[src/common/rvseed_pkg.sv]
package rvseed_pkg;

    localparam int XLEN           = 64;
    localparam int INST_WIDTH     = 32;
    localparam int REG_ADDR_WIDTH = 5;
    localparam int APB_ADDR_WIDTH = 12;
    localparam int APB_DATA_WIDTH = 32;

    // major opcodes, inst[6:0]
    typedef enum logic [6:0] {
        OP_R      = 7'b0110011,
        OP_IMM    = 7'b0010011,
        OP_BRANCH = 7'b1100011,
        OP_JAL    = 7'b1101111,
        OP_JALR   = 7'b1100111,
        OP_LUI    = 7'b0110111,
        OP_AUIPC  = 7'b0010111,
        OP_SYSTEM = 7'b1110011
    } opcode_e;

    localparam logic [2:0] F3_ADD_SUB = 3'b000;  // add, sub, addi, jalr
    localparam logic [2:0] F3_BNE     = 3'b001;
    localparam logic [6:0] F7_ADD     = 7'b0000000;
    localparam logic [6:0] F7_SUB     = 7'b0100000;
    localparam logic [INST_WIDTH-1:0] EBREAK_INST = 32'h0010_0073;

    typedef enum logic {
        ALU_ADD = 1'b0,
        ALU_SUB = 1'b1
    } alu_op_e;

    typedef enum logic [1:0] {
        SRC_REG     = 2'd0,  // rs1, rs2
        SRC_IMM     = 2'd1,  // rs1, imm
        SRC_IMM_PC  = 2'd2,  // pc, imm
        SRC_FOUR_PC = 2'd3   // pc, 4
    } alu_src_e;

    typedef enum logic [1:0] {
        IMM_I = 2'd0,
        IMM_B = 2'd1,
        IMM_J = 2'd2,
        IMM_U = 2'd3
    } imm_op_e;

    typedef struct packed {
        logic                      branch;
        logic                      jump;
        logic                      jalr;
        logic                      reg_wen;
        logic [REG_ADDR_WIDTH-1:0] reg_waddr;
        logic [REG_ADDR_WIDTH-1:0] reg1_raddr;
        logic [REG_ADDR_WIDTH-1:0] reg2_raddr;
        imm_op_e                   imm_op;
        alu_op_e                   alu_op;
        alu_src_e                  alu_src;
    } ctrl_t;

    typedef enum logic [1:0] {
        ST_IDLE = 2'd0,
        ST_RUN  = 2'd1,
        ST_HALT = 2'd2
    } run_state_e;

    // read back at ADDR_STATUS bits 2:0
    typedef struct packed {
        logic running;
        logic done;     // ebreak reached
        logic illegal;
    } status_t;

    localparam logic [APB_ADDR_WIDTH-1:0] ADDR_IMEM_BASE = 12'h000;
    localparam logic [APB_ADDR_WIDTH-1:0] ADDR_CTRL      = 12'h100;
    localparam logic [APB_ADDR_WIDTH-1:0] ADDR_STATUS    = 12'h104;
    localparam logic [APB_ADDR_WIDTH-1:0] ADDR_PC        = 12'h108;
    localparam logic [APB_ADDR_WIDTH-1:0] ADDR_REG_BASE  = 12'h200;

endpackage

[src/design/apb_host.sv]
`timescale 1ns/1ps

module apb_host import rvseed_pkg::*; #(
    parameter int IMEM_WORDS = 64
) (
    input  logic                          clk,
    input  logic                          rst,
    input  logic [APB_ADDR_WIDTH-1:0]     paddr,
    input  logic                          psel,
    input  logic                          penable,
    input  logic                          pwrite,
    input  logic [APB_DATA_WIDTH-1:0]     pwdata,
    input  status_t                       status,
    input  logic [XLEN-1:0]               pc,
    input  logic [XLEN-1:0]               host_rdata,
    output logic [APB_DATA_WIDTH-1:0]     prdata,
    output logic                          pready,
    output logic                          pslverr,
    output logic                          imem_wen,
    output logic [$clog2(IMEM_WORDS)-1:0] imem_waddr,
    output logic [INST_WIDTH-1:0]         imem_wdata,
    output logic                          start,
    output logic [REG_ADDR_WIDTH-1:0]     host_raddr
);

    localparam int AW         = $clog2(IMEM_WORDS);
    localparam int IMEM_BYTES = IMEM_WORDS * 4;
    localparam int REG_BYTES  = (1 << REG_ADDR_WIDTH) * 8;  // two words per register

    logic                      setup_q;
    logic                      access;
    logic                      in_imem;
    logic                      in_regs;
    logic                      is_ctrl;
    logic                      is_status;
    logic                      is_pc;
    logic                      wr_ok;
    logic                      rd_ok;
    logic [APB_DATA_WIDTH-1:0] rd_mux;

    // access phase only counts after a setup cycle
    always_ff @(posedge clk) begin
        if (rst) begin
            setup_q <= 1'b0;
        end else begin
            setup_q <= psel & ~penable;
        end
    end

    assign access = psel & penable & setup_q;

    assign in_imem   = (int'(paddr) < IMEM_BYTES) && (paddr < ADDR_CTRL);
    assign in_regs   = (paddr >= ADDR_REG_BASE) && (int'(paddr - ADDR_REG_BASE) < REG_BYTES);
    assign is_ctrl   = (paddr == ADDR_CTRL);
    assign is_status = (paddr == ADDR_STATUS);
    assign is_pc     = (paddr == ADDR_PC);

    assign wr_ok = (in_imem && !status.running) || is_ctrl;  // no imem writes while running
    assign rd_ok = is_status || is_pc || in_regs;

    assign imem_wen   = access & pwrite & in_imem & ~status.running;
    assign imem_waddr = paddr[AW+1:2];
    assign imem_wdata = pwdata;
    assign start      = access & pwrite & is_ctrl & pwdata[0];
    assign host_raddr = paddr[REG_ADDR_WIDTH+2:3];

    always_comb begin
        if (is_status) begin
            rd_mux = APB_DATA_WIDTH'(status);
        end else if (is_pc) begin
            rd_mux = pc[31:0];
        end else if (paddr[2]) begin
            rd_mux = host_rdata[63:32];  // high word of xi
        end else begin
            rd_mux = host_rdata[31:0];
        end
    end

    assign pready  = 1'b1;  // zero wait states
    assign pslverr = access & (pwrite ? ~wr_ok : ~rd_ok);
    assign prdata  = (access && !pwrite && rd_ok) ? rd_mux : '0;

endmodule

[config.mk]
export PLATFORM = sky130hd
export DESIGN_NAME = apb_host
export DESIGN_NICKNAME = d
export VERILOG_FILES = /design/src/common/rvseed_pkg.sv /design/src/design/apb_host.sv
export SDC_FILE = /design/constraint.sdc
export NUM_CORES = 1
export LEC_CHECK = 0
export BUFFER_PORTS_ARGS = -buffer_cell sky130_fd_sc_hd__buf_4
export CAP_MARGIN = 20
export CORE_AREA = 5 5 96 98
export CTS_CLUSTER_DIAMETER = 120
export DETAILED_ROUTE_END_ITERATION = 6
export DIE_AREA = 0 0 101 103
export GPL_ROUTABILITY_DRIVEN = 0
export HOLD_SLACK_MARGIN = 0.02
export SETUP_SLACK_MARGIN = 0.2
export SYNTH_ARGS = -nofsm -noshare
export SYNTH_HDL_FRONTEND = slang
export SYNTH_SLANG_ARGS = --single-unit
[constraint.sdc]
create_clock -name clk -period 3.3 [get_ports clk]
set_clock_uncertainty 0.15 [all_clocks]
set_input_delay 0.66 -clock clk [delete_from_list [all_inputs] [get_ports clk]]
set_output_delay 0.66 -clock clk [all_outputs]
set_load 0.005 [all_outputs]
==> summary.txt, run 1 <==
Job
  • Max-cap viol count: 0

Route
  • DRC violations left: 0
  • DR vias: around 1,900
  • Routed length on met1: around 2200 um
  • Met3 routed WL: 604 um
  • Avg Vias per Cell: 4.344
  • Top sig layer: met4
  • Routed wire length: roughly 6400 um
  • Routed len/inst: ~15 um
  • Post-route ant nets: 0
  • Initial DRC count: 13
  • Met2 wire length: ~3500 um
  • TritonRoute pass-1 iters: 3

Hold path
  • Hold path depth: 2
  • Hold crit path type: input pin to register
  • Hold worst-path end: setup_q
  • Hold_sp: rst

Layout
  • Max reg flops: 1
  • Final nets: 508
  • Layout cells sized above 1: slightly above 70%
  • Non-Filler Instances: about 430
  • Top Registers: setup_q: 1 flops
  • Diode count: 0
  • Fin area: between 2000 and 3000 sq um
  • Syn-to-layout area delta: 95.31%
  • Top reg by flops: setup_q

Critical path
  • Required @ worst endpoint: approximately 2.5 ns
  • CP Max Fanout: 17
  • Crit. End Element: primary output
  • Startpoint types: input pin
  • WS Path Type: input pin to primary output
  • Crit path arrival time: around 2.4 ns

Placed design
  • Placed Instances: about 420
  • PortBufs: approximately 160
  • DP HPWL: 5023 um
  • Post-DP Area: around 2500 sq um

Synthesis
  • Post-synthesis sequential area ratio: 1.389%
  • Top cells by area, synth: buf_4 (23%), mux2i_1 (22%), a211oi_1 (11%), nor2_1 (9.6%), a211oi_2 (8.7%)
  • Top cell type's share of synthesized area: 22.92%
  • Top FF cell, synth: dfxtp_1
  • Mean Syn Cell Area: slightly above 7 sq um
  • Netlist cell types: 35
  • Cells after Synth: 201
  • Post-synth EDFFs: 0
  • Syn_nets: 382
  • Asr flop ratio synth: 0%
  • Synthesized area: 1441 sq um
  • Area leader, netlist: buf_4
  • Yosys reg bits: 1
  • Synthesis Warnings: 0

Die
  • Row count: 34
  • IO Count: between 200 and 300
  • Die area: about 10,000 sq um
  • Initial core utilization: between 10% and 20%
  • Width of the die: a little over 100 um
  • Core area: ~8400 sq um
  • Chip height: 103 um

Timing
  • Max Freq: approximately 0.31 GHz
  • Final min period: 3.198 ns
  • RSZ-0062 raised after global routing: true
  • Slew Viols, Final: 0
  • Final Hold Violating Endpoints: 0
  • Fin crit share: between 90 and 100%
  • Final setup viols: 0
  • Fin Setup TNS: 0 ns

Power
  • Pwr per Cell Area: between 80 and 90 nW/um^2
  • Leak: between 1 and 1.5 nW
  • Final Total Pwr: about 0.23 mW
  • Max VDD drop: 27.24 uV

GRT
  • Initial antenna violation count: 0
  • Largest net degree at the start of global routing: 45
  • First-pass GRT wire length: 9121 um
  • GR Overflow Total: 0
  • Tot GR Track Use: around a tenth
  • Vias in the first global route: 1,963

Run status
  • Run status: finished clean

Clocking
  • Hold_buf cts: 0
  • Clk slew on worst S/H paths: 0 ns
through the flow:
step | hold WS [ns] | utilization [%] | setup slack (ns)
floorplan | 0.5851 | - | 0.3853
global placement | 0.6756 | 29.62 | -0.02546
detailed placement | 0.6754 | 29.62 | -0.02287
CTS | 0.6794 | 31.91 | 0.09699
global route | 0.6936 | 33.59 | 0.02395
finish | 0.6784 | 33.59 | 0.1019
cell type report:
type | instances | area (sq um)
repair buffers | 182 | 1425
multi-input cells | 139 | 1224
inverters | 3 | 11.26
flip-flops and latches | 1 | 20.02
well taps | 108 | 135.1
fillers | 859 | 5565
worst max path at each step:
| stage | start | end | slack (ns) | cells past startpoint |
|---|---|---|---|---|
| floorplan | paddr[11] | prdata[21] | 0.39 | 7 |
| global placement | paddr[11] | prdata[18] | -0.03 | 8 |
| detailed placement | paddr[11] | prdata[19] | -0.02 | 8 |
| CTS | paddr[11] | prdata[20] | 0.1 | 8 |
| global route | paddr[10] | prdata[19] | 0.02 | 9 |
| finish | paddr[10] | prdata[5] | 0.10 | 9 |
cells in the final DEF, fill, tap and decap left out, drive strengths merged, types with 2 or more instances in the layout:
cell	synthesis	layout
o21ai	2	2
nor2	37	37
or3	3	3
buf	49	182
inv	3	3
nor4	4	4
nor3	5	5
a211oi	32	32
mux2	3	3
mux2i	32	32
and3	2	2
nand2	4	4
per-layer routing:
layer  up-vias  GRT usage (%)
met5         -              0
met2        94          21.62
met3        10          1.962
met4         0          1.636
li1        924              -
met1       853          10.90
critical path, cell delays in order:
cell	delay, ns
buf_8	0.11
buf_6	0.11
nor4_2	0.26
and3_1	0.23
o21ai_1	0.07
a221o_2	0.43
buf_12	0.19
a211oi_1	0.17
buf_4	0.15
Yosys cell counts, types with 2 or more instances:
master and count:
a211oi_1 22, a211oi_2 10, and3_1 2, buf_2 2
buf_4 44, buf_6 2, clkbuf_1 9, inv_1 3
mux2_2 3, mux2i_1 32, nand2_1 4, nor2_1 37
nor3_1 3, nor3_2 2, nor4_1 4, or3_1 3
kinds of logic after synthesis:
logic type	synth area share [%]
buf+inv	28.56
xor+xnor	0.6077
simple gates	20.23
fa+ha+maj	0.8679
mux	24.57
other cells	0.2602
compound gates	23.52
flops	1.389
timing repair:
item | CTS | global route
setup buffers | 8 | 1
setup endpoints to repair | 32 | 32
gates resized for setup | 27 | 28
pin swaps | 2 | 5
hold endpoints to repair | 0 | 0
cloned | 1 | 0
where the power goes:
group	switching (mW)	leakage (nW)	internal, mW	total, mW
clock	0	0	0	0
combinational	0.0751	1.37	0.138	0.213
sequential	0.000119	0.00822	0.0128	0.0129
total	0.0752	1.38	0.151	0.226
No activity file was read; power rests on OpenSTA's default activity.
==> inputs of run 2 (changes only) <==
CORE_AREA = 4 4 98 100   (was 5 5 96 98)
DIE_AREA = 0 0 102 104   (was 0 0 101 103)
==> summary.txt, run 2 (synthesized netlist as in run 1, its figures left out) <==
Run status
  • Run status: finished clean (unchanged)

Route
  • DR vias: 1,887 (was 1,881)
  • Avg Vias per Cell: 4.368 (was 4.344)
  • DRC violations left: 0 (unchanged)
  • Routed len/inst: 13.98 um (was 14.80 um)
  • TritonRoute pass-1 iters: 4 (was 3)
  • Routed wire length: 6039 um (was 6407 um)
  • Post-route ant nets: 0 (unchanged)
  • Initial DRC count: 36 (was 13)

Critical path
  • Crit. End Element: primary output (unchanged)
  • WS Path Type: input pin to primary output (unchanged)
  • Top cell family by delay on the critical path: compound AO/OA/AOI/OAI gates (unchanged)
  • Crit path buffers/inverters: 3 (was 4)
  • CP peak stage delay: 0.38 ns (was 0.43 ns)
  • Startpoint types: input pin (unchanged)
  • Required @ worst endpoint: 2.49 ns (about the same)
  • Slowest CP cell: a221o_2 (unchanged)
  • CP Max Fanout: 8 (was 17)
  • Worst-path cell chain: buf_12 > nor2_4 > ha_4 > a31oi_4 > or3_1 > a221o_2 > buf_8 > a211oi_1 > buf_4 (was buf_8 > buf_6 > nor4_2 > and3_1 > o21ai_1 > a221o_2 > buf_12 > a211oi_1 > buf_4)
  • Crit path arrival time: 2.36 ns (was 2.39 ns)

Die
  • Row count: 34 (unchanged)
  • Width of the die: 102 um (was 101 um)
  • Core area: 8678 sq um (was 8381 sq um)
  • IO Count: 259 (unchanged)
  • Initial core utilization: 16.61% (was 17.20%)
  • Die area: 10,610 sq um (was 10,400 sq um)
  • Chip height: 104 um (was 103 um)

Hold path
  • Hold crit path type: input pin to register (unchanged)

GRT
  • Largest net degree at the start of global routing: 35 (was 45)
  • Initial antenna violation count: 0 (unchanged)
  • Vias in the first global route: 1,918 (was 1,963)
  • Tot GR Track Use: 9.904% (was 10.43%)
  • First-pass GRT wire length: 8887 um (was 9121 um)
  • GR Overflow Total: 0 (unchanged)

Timing
  • RSZ-0062 raised after global routing: true (unchanged)
  • Fin crit share: 96.10% (was 96.91%)
  • Fin Setup TNS: 0 ns (unchanged)
  • Final setup viols: 0 (unchanged)
  • Slew Viols, Final: 0 (unchanged)
  • Final Hold Violating Endpoints: 0 (unchanged)
  • Final min period: 3.171 ns (was 3.198 ns)
  • Min Hold Slack: 0.6745 ns (was 0.6784 ns)
  • Max Freq: 0.3153 GHz (was 0.3127 GHz)

Power
  • Pwr per Cell Area: 80.34 nW/um^2 (was 80.35 nW/um^2)
  • Max VDD drop: 37.17 uV (was 27.24 uV)
  • Leak: 1.364 nW (was 1.377 nW)

Layout
  • Commonest non-fill, non-tap cell in the layout: buf_4 (unchanged)
  • Area of the multi-input gates: 1174 sq um (was 1224 sq um)
  • Top Registers: setup_q: 1 flops (unchanged)
  • Final nets: 507 (was 508)
  • Layout cells sized above 1: 68.21% (was 71.38%)
  • Filler cells: 932 (was 859)
  • Sequential cell area: 20.02 sq um (unchanged)
  • Top reg by flops: setup_q (unchanged)
  • Max reg flops: 1 (unchanged)
  • Most frequent cells in the layout: buf_4 (174), nor2_1 (36), mux2i_1 (32), a211oi_2 (23), a211oi_1 (9) (was buf_4 (174), nor2_1 (34), mux2i_1 (32), a211oi_2 (28))
  • Diode count: 0 (unchanged)
  • Syn-to-layout area delta: 91.84% (was 95.31%)

Clocking
  • Clk slew on worst S/H paths: 0 ns (about the same)

Placed design
  • PortBufs: 163 (unchanged)
  • DP HPWL: 4950 um (was 5023 um)

Job
  • Max-cap viol count: 0 (unchanged)
run 2: final timing paths:
kind | start | to | slack, ns | cells past startpoint
worst min-delay path | rst | setup_q | 0.67 | 2
worst max-delay path | paddr[9] | prdata[18] | 0.13 | 9
run 2: timing repair:
action / in CTS / in global routing
gates resized for setup: 30 / 15
setup buffers: 2 / 6
hold buffers: 0 / 0
endpoints found under the setup margin: 32 / 32
cloned: 1 / 0
pin swaps: 3 / 4
run 2: layout make-up:
type / count / share of cell area (%)
inverters: 3 / 0.4977
multi-input cells: 139 / 42.44
flip-flops and latches: 1 / 0.7240
well taps: 108 / 4.887
repair buffers: 181 / 51.45
run 2: power by group:
group	internal [mW]	leakage (nW)	switching, mW
Sequential	0.0128	0.00822	0.000163
Combinational	0.138	1.36	0.0714
Clock	0	0	0
run 2: metal layers:
layer,GRT usage [%],part of all wire (%),vias to the layer above
met5,0,0,-
met4,1.500,1.4,0
met3,1.610,9.6,12
met2,19.68,55,97
met1,10.79,34,848
li1,-,-,930
run 2: per-stage QoR:
step                      cells  power, mW  area [sq um]  utilization [%]  worst slack (ns)
final                       432     0.2222          2765            31.86            0.1288
after global routing        432     0.2399          2765            31.86           0.05796
after CTS                   426     0.2110          2646            30.49            0.1419
after detailed placement    423     0.1954          2482            28.60           0.01232
after global placement      423     0.1918          2482            28.60           0.03225
after floorplan             201     0.1056          1441                -            0.3853
